`src/rtl/uart_pkg.sv`:
```
package uart_pkg;

	// Clocks per serial bit
	localparam int BAUD_DIV = 8;

	// Slots in the transmitter, so also the credits held by the sender
	localparam int UART_CREDITS = 2;

	typedef logic [7:0] uart_char_t;

	typedef struct packed {
		logic       valid;
		uart_char_t data;
	} tx_byte_t;

endpackage

```
`src/rtl/trace_pkg.sv`:
```
package trace_pkg;

	// Opcode field of an instruction that stops the core for good
	localparam logic [5:0] HALT_OPCODE = 6'd0;

	localparam int FIFO_LINES = 4;
	localparam int LINE_CHARS = 8;

	// One retired instruction as seen by the trace port
	typedef struct packed {
		logic [31:0] instr;
		logic [31:0] mem_addr;
		logic [31:0] mem_wdata;
		logic        mem_wr;
	} trace_rec_t;

	// Index LINE_CHARS-1 is the first character on the line
	typedef logic [LINE_CHARS-1:0][7:0] char_line_t;

	typedef enum logic [1:0] {
		FIELD_INSTR,
		FIELD_ADDR,
		FIELD_DATA,
		FIELD_FLAG
	} field_sel_e;

	typedef enum logic [2:0] {
		ST_WAIT,
		ST_RUN,
		ST_EMIT_INSTR,
		ST_EMIT_ADDR,
		ST_EMIT_DATA,
		ST_EMIT_FLAG
	} trace_state_e;

endpackage
```
`src/rtl/cpu_trace.sv`:
```
module cpu_trace import trace_pkg::*, uart_pkg::*; (
	input  logic       clk,
	input  logic       rst,
	input  trace_rec_t cpu,
	output logic       halt,
	output logic       tx
);

	logic       capture;
	logic       wr;
	logic       empty;
	logic       credit;
	field_sel_e field;
	char_line_t line;
	tx_byte_t   tx_byte;

	trace_ctrl ctrl_i (
		.clk     (clk),
		.rst     (rst),
		.instr   (cpu.instr),
		.empty   (empty),
		.halt    (halt),
		.capture (capture),
		.wr      (wr),
		.field   (field)
	);

	hex_line_fmt fmt_i (
		.clk     (clk),
		.rst     (rst),
		.cpu     (cpu),
		.capture (capture),
		.field   (field),
		.line    (line)
	);

	char_fifo fifo_i (
		.clk     (clk),
		.rst     (rst),
		.wr      (wr),
		.line    (line),
		.empty   (empty),
		.credit  (credit),
		.tx_byte (tx_byte)
	);

	uart_tx tx_i (
		.clk     (clk),
		.rst     (rst),
		.tx_byte (tx_byte),
		.credit  (credit),
		.tx      (tx)
	);

endmodule

```
`src/rtl/uart_tx.sv`:
```
module uart_tx import uart_pkg::*; (
	input  logic     clk,
	input  logic     rst,
	input  tx_byte_t tx_byte,
	output logic     credit,
	output logic     tx
);

	logic       hold_valid;
	uart_char_t hold_data;
	logic       busy;
	logic [9:0] shift;
	logic [3:0] bit_cnt;
	logic [$clog2(BAUD_DIV)-1:0] baud_cnt;
	logic       bit_end;
	logic       frame_end;
	logic       load;

	assign bit_end   = busy && (baud_cnt == $bits(baud_cnt)'(BAUD_DIV - 1));
	// Stop bit is the tenth
	assign frame_end = bit_end && (bit_cnt == 4'd9);

	// Reload straight off the stop bit keeps frames back to back
	assign load   = hold_valid && (!busy || frame_end);
	// A slot frees up as each frame leaves the line
	assign credit = frame_end;

	always_ff @(posedge clk or posedge rst) begin
		if (rst) begin
			hold_valid <= 1'b0;
		end else if (tx_byte.valid) begin
			hold_valid <= 1'b1;
		end else if (load) begin
			hold_valid <= 1'b0;
		end
	end

	always_ff @(posedge clk) begin
		if (tx_byte.valid) begin
			hold_data <= tx_byte.data;
		end
	end

	always_ff @(posedge clk or posedge rst) begin
		if (rst) begin
			busy     <= 1'b0;
			bit_cnt  <= '0;
			baud_cnt <= '0;
		end else if (load) begin
			busy     <= 1'b1;
			bit_cnt  <= '0;
			baud_cnt <= '0;
		end else if (busy) begin
			if (bit_end) begin
				baud_cnt <= '0;
				bit_cnt  <= bit_cnt + 1'b1;
				if (frame_end) begin
					busy <= 1'b0;
				end
			end else begin
				baud_cnt <= baud_cnt + 1'b1;
			end
		end
	end

	// Stop, data LSB first, start
	always_ff @(posedge clk) begin
		if (load) begin
			shift <= {1'b1, hold_data, 1'b0};
		end else if (bit_end) begin
			shift <= {1'b1, shift[9:1]};
		end
	end

	assign tx = busy ? shift[0] : 1'b1;

	// Sender keeps within its credits
	a_no_overrun: assert property (
		@(posedge clk) disable iff (rst)
		tx_byte.valid |-> !(hold_valid && busy)
	);

endmodule

```
`src/rtl/char_fifo.sv`:
```
module char_fifo import trace_pkg::*, uart_pkg::*; (
	input  logic       clk,
	input  logic       rst,
	input  logic       wr,
	input  char_line_t line,
	output logic       empty,
	input  logic       credit,
	output tx_byte_t   tx_byte
);

	char_line_t mem [FIFO_LINES];

	logic [$clog2(FIFO_LINES)-1:0]     wr_ptr;
	logic [$clog2(FIFO_LINES)-1:0]     rd_ptr;
	logic [$clog2(FIFO_LINES+1)-1:0]   count;
	logic [$clog2(LINE_CHARS)-1:0]     char_idx;
	logic [$clog2(UART_CREDITS+1)-1:0] credits;
	logic       offer;
	logic       pop;
	logic       tx_valid;
	uart_char_t tx_data;

	assign empty = (count == '0);

	// Send only with a credit in hand
	assign offer = !empty && (credits != '0);

	// Head line leaves after its last character
	assign pop = offer && (char_idx == '0);

	always_ff @(posedge clk) begin
		if (wr) begin
			mem[wr_ptr] <= line;
		end
	end

	always_ff @(posedge clk) begin
		if (offer) begin
			tx_data <= mem[rd_ptr][char_idx];
		end
	end

	always_ff @(posedge clk or posedge rst) begin
		if (rst) begin
			wr_ptr   <= '0;
			rd_ptr   <= '0;
			count    <= '0;
			char_idx <= $bits(char_idx)'(LINE_CHARS - 1);
			credits  <= $bits(credits)'(UART_CREDITS);
			tx_valid <= 1'b0;
		end else begin
			tx_valid <= offer;
			if (wr) begin
				wr_ptr <= wr_ptr + 1'b1;
			end
			if (pop) begin
				rd_ptr   <= rd_ptr + 1'b1;
				char_idx <= $bits(char_idx)'(LINE_CHARS - 1);
			end else if (offer) begin
				char_idx <= char_idx - 1'b1;
			end
			case ({wr, pop})
				2'b10:   count <= count + 1'b1;
				2'b01:   count <= count - 1'b1;
				default: count <= count;
			endcase
			case ({credit, offer})
				2'b10:   credits <= credits + 1'b1;
				2'b01:   credits <= credits - 1'b1;
				default: credits <= credits;
			endcase
		end
	end

	assign tx_byte = '{valid: tx_valid, data: tx_data};

	// Controller must only write with room left
	a_no_overflow: assert property (
		@(posedge clk) disable iff (rst)
		wr |-> (count != $bits(count)'(FIFO_LINES))
	);

	// A returned credit never lifts the count above the slot total
	a_credit_bound: assert property (
		@(posedge clk) disable iff (rst)
		(credit && !offer) |-> (credits < $bits(credits)'(UART_CREDITS))
	);

endmodule

```
`src/rtl/hex_line_fmt.sv`:
```
module hex_line_fmt import trace_pkg::*; (
	input  logic       clk,
	input  logic       rst,
	input  trace_rec_t cpu,
	input  logic       capture,
	input  field_sel_e field,
	output char_line_t line
);

	trace_rec_t  snap;
	logic [31:0] word;

	// Uppercase hex digit
	function automatic logic [7:0] hex_ascii(input logic [3:0] nib);
		logic [7:0] code;
		if (nib < 4'd10) begin
			code = 8'h30 + {4'h0, nib};
		end else begin
			code = 8'h37 + {4'h0, nib};
		end
		return code;
	endfunction

	// Record is taken on the retire edge
	always_ff @(posedge clk or posedge rst) begin
		if (rst) begin
			snap <= '0;
		end else if (capture) begin
			snap <= cpu;
		end
	end

	always_comb begin
		case (field)
			FIELD_ADDR: word = snap.mem_addr;
			FIELD_DATA: word = snap.mem_wdata;
			default:    word = snap.instr;
		endcase
	end

	always_comb begin
		for (int i = 0; i < LINE_CHARS; i++) begin
			line[i] = hex_ascii(word[4*i +: 4]);
		end
		if (field == FIELD_FLAG) begin
			for (int i = 3; i < LINE_CHARS; i++) begin
				line[i] = 8'h30;
			end
			line[2] = hex_ascii({3'b000, snap.mem_wr});
			// CR LF closes the record
			line[1] = 8'h0d;
			line[0] = 8'h0a;
		end
	end

endmodule

```
`src/rtl/trace_ctrl.sv`:
```
module trace_ctrl import trace_pkg::*; (
	input  logic        clk,
	input  logic        rst,
	input  logic [31:0] instr,
	input  logic        empty,
	output logic        halt,
	output logic        capture,
	output logic        wr,
	output field_sel_e  field
);

	trace_state_e state;
	trace_state_e state_next;
	logic         traceable;

	// A halt opcode is never granted, so the core stays stopped on it
	assign traceable = (instr[31:26] != HALT_OPCODE);

	always_ff @(posedge clk or posedge rst) begin
		if (rst) begin
			state <= ST_WAIT;
		end else begin
			state <= state_next;
		end
	end

	always_comb begin
		state_next = state;
		case (state)
			ST_WAIT: begin
				if (empty && traceable) begin
					state_next = ST_RUN;
				end
			end
			ST_RUN:        state_next = ST_EMIT_INSTR;
			ST_EMIT_INSTR: state_next = ST_EMIT_ADDR;
			ST_EMIT_ADDR:  state_next = ST_EMIT_DATA;
			ST_EMIT_DATA:  state_next = ST_EMIT_FLAG;
			ST_EMIT_FLAG:  state_next = ST_WAIT;
			default:       state_next = ST_WAIT;
		endcase
	end

	// Core only runs for the single ST_RUN cycle
	assign halt    = (state != ST_RUN);
	assign capture = (state == ST_RUN);
	assign wr      = (state == ST_EMIT_INSTR) || (state == ST_EMIT_ADDR) ||
	                 (state == ST_EMIT_DATA)  || (state == ST_EMIT_FLAG);

	always_comb begin
		case (state)
			ST_EMIT_ADDR: field = FIELD_ADDR;
			ST_EMIT_DATA: field = FIELD_DATA;
			ST_EMIT_FLAG: field = FIELD_FLAG;
			default:      field = FIELD_INSTR;
		endcase
	end

	// Core held on each write, and the line lands in the FIFO
	a_wr_held: assert property (
		@(posedge clk) disable iff (rst)
		wr |-> halt ##1 !empty
	);

endmodule

```
`config.mk`:
```
export PLATFORM = sky130hd
export DESIGN_NAME = cpu_trace
export DESIGN_NICKNAME = d
export VERILOG_FILES = /design/src/rtl/uart_pkg.sv /design/src/rtl/trace_pkg.sv /design/src/rtl/cpu_trace.sv /design/src/rtl/uart_tx.sv /design/src/rtl/char_fifo.sv /design/src/rtl/hex_line_fmt.sv /design/src/rtl/trace_ctrl.sv
export SDC_FILE = /design/constraint.sdc
export NUM_CORES = 1
export LEC_CHECK = 0
export BUFFER_PORTS_ARGS = -buffer_cell sky130_fd_sc_hd__buf_2
export CAP_MARGIN = 30
export CORE_ASPECT_RATIO = 0.6
export CORE_MARGIN = 2
export CORE_UTILIZATION = 60
export CTS_CLUSTER_SIZE = 10
export DETAILED_ROUTE_END_ITERATION = 10
export GPL_ROUTABILITY_DRIVEN = 0
export PLACE_DENSITY = 0.75
export SYNTH_ARGS = -nofsm -noshare
export SYNTH_HDL_FRONTEND = slang
export SYNTH_HIERARCHICAL = 1
export SYNTH_SLANG_ARGS = --single-unit
```
`constraint.sdc`:
```
create_clock -name clk -period 4.05 [get_ports clk]
set_input_delay 0.81 -clock clk [delete_from_list [all_inputs] [get_ports clk]]
set_output_delay 0.81 -clock clk [all_outputs]
set_load 0.02 [all_outputs]
```
# [Yosys cells after proc, flatten, opt, wreduce, memory -nomap -nowiden]
# Memories as Yosys holds them, arrays and structs flattened.
# Index checks and enable logic that the tools add are counted.
# Widths: inputs -> output; s select.
[word_totals] input_bits=99 word_cells=131 ram_bits=256 memories=1 reg_bits=147
[classes] magnitude_cmp=9 n_eq_ne=16 addsub=26 mux=36 reduce_logical=24
[memory_table] memory="fifo_i.mem" words=4 word_bits=64 read_ports=1 rd_clocked_by_memory_dff=0 write_ports=1 line="char_fifo.sv:11" text="char_line_t mem [FIFO_LINES];"
[op_table] op="$add 6x4->7 const A" count=16
[op_table] op="$mux 8" count=9
[op_table] op="$mux 64" count=1
[op_table] op="$pmux 32 s2" count=1
[op_table] op="$lt 4x4->1 const B" count=8
[op_table] op="$bmux 8 s3" count=1
[op_table] op="$mux 3" count=6
[op_table] op="$mux 9" count=2
[op_table] op="$pmux 3 s5" count=1
[op_table] op="$reduce_bool 2->1" count=7
[op_table] op="$mux 4" count=3
[op_table] op="$eq 3x3->1 const B" count=3
[op_table] op="$logic_not 3->1" count=3
[op_table] op="$mux 1" count=9
[op_table] op="$eq 2x2->1 const B" count=4
[op_table] op="$add 6x1->7 const A" count=1
[op_table] op="$add 2x1->2 const B" count=3
[op_table] op="$add 3x1->3 const B" count=2
[op_table] op="$eq 2x1->1 const B" count=3
[op_table] op="$eq 3x2->1 const B" count=2
[op_table] op="$logic_and 1x1->1" count=6
[op_table] op="$pmux 2 s3" count=1
[op_table] op="$pmux 3 s2" count=1
[op_table] op="$reduce_bool 6->1" count=1
[op_table] op="other kinds (12)" count=17

# [Depth between registers and ports, before layout]
[logic_depth] ltp_word=7 ltp_mapped=15 depth_no_buf=13

# [Hierarchy]
# The synthesis kept the hierarchy.
[modules_own_cells] module="char_fifo" area_each_um2=10611.4 seq_area_each_um2=8257.9 cells_each=432 n_inst=1
[modules_own_cells] module="hex_line_fmt" area_each_um2=5154.9 seq_area_each_um2=2427.3 cells_each=455 n_inst=1
[modules_own_cells] module="uart_tx" area_each_um2=1117.3 seq_area_each_um2=725.7 cells_each=75 n_inst=1
[modules_own_cells] module="trace_ctrl" area_each_um2=181.4 seq_area_each_um2=75.1 cells_each=21 n_inst=1

# [Worst setup path before layout]
# OpenSTA, ideal clock, no wires.
[synth_path] kind="reg-to-reg" start="reg ctrl_i.state[1]" end="mem fifo_i/mem[0][58] (netlist name) (data pin)" stages_incl_launch_ff=15 setup_time_ps=179 n_path_buf=2 t_arrival_ps=3039 t_required_ps=3871 setup_slack_ps=832 path_cell_list="dfrtp_1 -> inv_1 -> ha_1 -> nand3_1 -> a21oi_1 -> inv_1 -> ha_1 -> buf_4 -> clkbuf_1 -> a221o_1 -> o21ai_1 -> ha_1 -> inv_1 -> or4_1 -> a21oi_1"
[synth_lines] element="start: declaration" line="trace_ctrl.sv:12" text="trace_state_e state;"
[synth_lines] element="start signal: assignment" line="trace_ctrl.sv:23" text="state <= state_next;"
[synth_lines] element="end: declaration" line="char_fifo.sv:11"

==> metrics.md <==
| Metric | Value |
|---|---|
| Fin Hold WS | `roughly 0.18 ns` |
| Area contributors post-synth | `edfxtp_1, dfrtp_1, mux4_2` |
| Clk Latency, worst-skew pair | `0.55 ns` |
| Avg Synthesized Cell Area | `around 17 sq um` |
| GRT overflow | `0` |
| Share of flip-flops with an asynchronous set or reset | `a little under a third` |
| PD cells | `831 nW/um^2` |
| Worst Path Arrival | `just over 4 ns` |
| Post-route minimum period | `between 3 and 4 ns` |
| Clock root cell | `clkbuf_16` |
| Reg2Reg Depth | `12` |
| Sequential fraction of the synthesis area | `67.3%` |
| Largest net degree at the start of global routing | `79` |
| Area after DPL | `between 15000 and 20000 sq um` |
| Max_slew headroom | `around a third` |
| Clock Skew | `between 0.01 and 0.015 ns` |
| Worst Setup EP | `fifo_i/mem[0][58]$_DFFE_PP_` |
| CP Buf/Inv Count | `4` |
| Synth Register Bits | `between 400 and 500` |
| Placed Cells | `1419` |
| Reg-to-reg slack, setup | `roughly 0.34 ns` |
| CTS sink cnt | `403` |
| Initial antenna violation count | `0` |
| First-pass GRT wire length | `about 54 mm` |
| Share of the synthesized area in the top cell type | `49.3%` |
| Setup TNS | `0 ns` |
| DR iter-0 viols | `869` |
| Largest delay share family, worst path | `adder cells` |
| Clock buffer depth | `3` |
| I/O pins | `a little over 100` |
| Layout Nets | `1219` |
| WL per Instance | `between 20 and 25 um` |
| Worst-margin pin slew | `0.992 ns` |
| Fmax | `270 MHz` |
| Core Region | `between 20000 and 30000 sq um` |
| Max_cap viols | `0` |
| Die extent in y | `between 100 and 150 um` |
| Post-route cell area | `between 15000 and 20000 sq um` |
| CTS buffer count | `46` |
| Initial Utilization | `61.5%` |
| Slowest-stage cell, CP | `ha_2` |
| # diodes | `0` |
| Final Non-Filler Cells | `~1500` |
| CP Capture Type | `flip-flop` |
| Yosys warning total | `6` |
| Number of port buffers | `100` |
| CP Class | `reg -> reg` |
| Final ANT Viol Nets | `0` |
| Worst-path cell chain | `inv_1 > ha_1 > nand3_1 > a21oi_1 > inv_1 > ha_2 > inv_1 > o21ai_1 > ha_1 > inv_1 > or4_1 > a21oi_1` |
| Total number of vias | `9078` |
| Final setup fails | `0` |
| Leak | `6.93 nW` |
| WP data required | `4.40 ns` |
| Worst-path clk slew | `0.05 ns` |
| Hold Vio Cnt, Final | `0` |
| Crit path max fanout | `22` |
| RSZ-0062 raised after global routing | `no` |
| Die Area | `29900 sq um` |
| Pins Over Slew Limit | `0` |
| Worst path depth | `12` |
| Max rail drop VDD | `around 0.64 mV` |
| Drt total wl | `between 30 and 40 mm` |
| Post-Syn Instances | `between 900 and 1000` |
| Fin crit share | `about 90%` |
| Hold/Removal Path Class | `in -> async` |
| Vias per std cell | `6.09` |
| Crit start category | `flip-flop` |
| DPL Wire Length | `21.5 mm` |
| Synth Flop Type | `edfxtp_1` |
| Status | `finished, final reports clean` |
| Leading area contributor after synthesis | `edfxtp_1` |
| Area Growth Syn to Fin | `12.8%` |
| Crit-path max cell delay | `slightly below 0.6 ns` |
| Distinct cell type count after synthesis | `just over 60` |
| Pre-antenna DRT Iters | `5` |
| Die width | `roughly 220 um` |
| Number of global-route vias before repair | `9537` |
| Most frequent cells in the layout | `edfxtp_1, dfrtp_1, mux2_2` |
| Hold-fix buffers, CTS | `0` |
| Residual DRC count | `0` |
| H-tree depth | `2` |
| Layout cells sized above 1 | `between 30% and 40%` |
| Std-Cell Rows | `47` |
| CP Launch Point | `ctrl_i/state[1]$_DFFE_PP0P_` |
| Commonest non-fill, non-tap cell in the layout | `edfxtp_1` |
| Number of synthesized flops with an enable pin | `280` |
| Post-synth design cell area | `around 17000 sq um` |
| Most used cell along the critical path | `inv_1` |
| Reg2reg start | `ctrl_i/state[1]$_DFFE_PP0P_` |
| TritonCTS clock tree | `done` |
| Worst R2R End | `fifo_i/mem[0][58]$_DFFE_PP_` |
| Total GRT Usage | `a little under a quarter` |
cells in the mapped netlist (all sizes together) (2+ instances only):
master	n
edfxtp	280
dfrtp	118
mux2	109
mux4	80
buf	38
nand2	30
inv	29
o21ai	29
nor2	24
clkbuf	20
ha	18
nand3	17
a21oi	16
nor3	16
nor2b	15
a221oi	14
o21a	14
a22oi	13
a22o	8
or2	8
and2	7
a221o	6
o22ai	6
or4	6
xnor2	6
a21boi	5
a21o	5
nand2b	5
xor2	5
dfstp	4
nand4b	4
nor3b	4
or3	4
a31oi	3
a311oi	2
a32o	2
o31a	2
per-layer routing:
layer / share of wire (%) / GRT usage (%) / vias up
li1: - / - / 4080
met1: 46 / 35.4 / 4687
met2: 47 / 37.1 / 261
met3: 6.0 / 4.09 / 50
met4: 1.6 / 6.61 / 0
met5: 0 / 0 / -
layout make-up:
type	count	area [sq um]
repair buffers	121	741
inverters	29	113
well taps	367	459
flip-flops and latches	403	11500
fillers	1808	8500
clock buffers	66	1230
multi-input cells	500	5180
clock inverters	4	42.5
kinds of logic (layout without fill, tap and decap cells):
logic type / Yosys count / in the layout / synth area share (%)
DFF: 403 / 403 / 67.3
adders and majority gates: 19 / 19 / 1.44
AOI/OAI and AO/OA: 130 / 130 / 5.85
and+or+nand+nor: 143 / 143 / 4.50
buffers and inverters: 87 / 220 / 2.57
muxes: 189 / 189 / 17.8
xor gates and xnor gates: 11 / 11 / 0.565
other: 1 / 8 / 0.0220
sequential cells by signal, summed over array words and instances, names as in the netlist:
register / flops
fifo_i/mem: 256
fmt_i/snap: 97
tx_i/shift: 9
fifo_i/tx_data: 8
tx_i/hold_data: 8
tx_i/bit_cnt: 4
ctrl_i/state: 3
fifo_i/char_idx: 3
fifo_i/count: 3
tx_i/baud_cnt: 3
fifo_i/credits: 2
fifo_i/rd_ptr: 2
fifo_i/wr_ptr: 2
fifo_i/tx_valid: 1
tx_i/busy: 1
tx_i/hold_valid: 1
metrics by stage:
stage	power [mW]	util [%]	setup WS, ns
floorplan	10.9	-	0.706
global placement	12.1	64.7	0.606
detailed placement	12.4	64.7	0.441
CTS	16.1	69.2	0.402
global route	16.9	69.4	0.0466
finish	16.0	69.4	0.341
how the worst min path moves through the flow:
| stage | endpoint | slack (ns) | cells after the start |
|---|---|---|---|
| 6_report | fmt_i/snap[23]$_DFFE_PP0P_ | 0.18 | 2 |
| 5_1_grt | fmt_i/snap[23]$_DFFE_PP0P_ | 0.17 | 2 |
| 4_1_cts | ctrl_i/state[0]$_DFFE_PP0P_ | 0.17 | 2 |
| 3_5_place_dp | tx_i/hold_data[2]$_DFFE_PP_ | 0.41 | 0 |
| 3_3_place_gp | tx_i/hold_data[2]$_DFFE_PP_ | 0.40 | 0 |
| 2_1_floorplan | tx_i/hold_data[0]$_DFFE_PP_ | 0.40 | 0 |
repair_timing:
action,4_1_cts,5_1_grt
endpoints found under the setup margin,0,4
resized for setup,0,1
setup buffers,0,0
power by group:
part | internal (mW) | switching (mW) | total (mW)
registers | 6.94 | 0.601 | 7.55
logic | 1.97 | 2.87 | 4.84
clock network | 2.08 | 1.52 | 3.61
No activity file was read; power rests on OpenSTA's default activity.
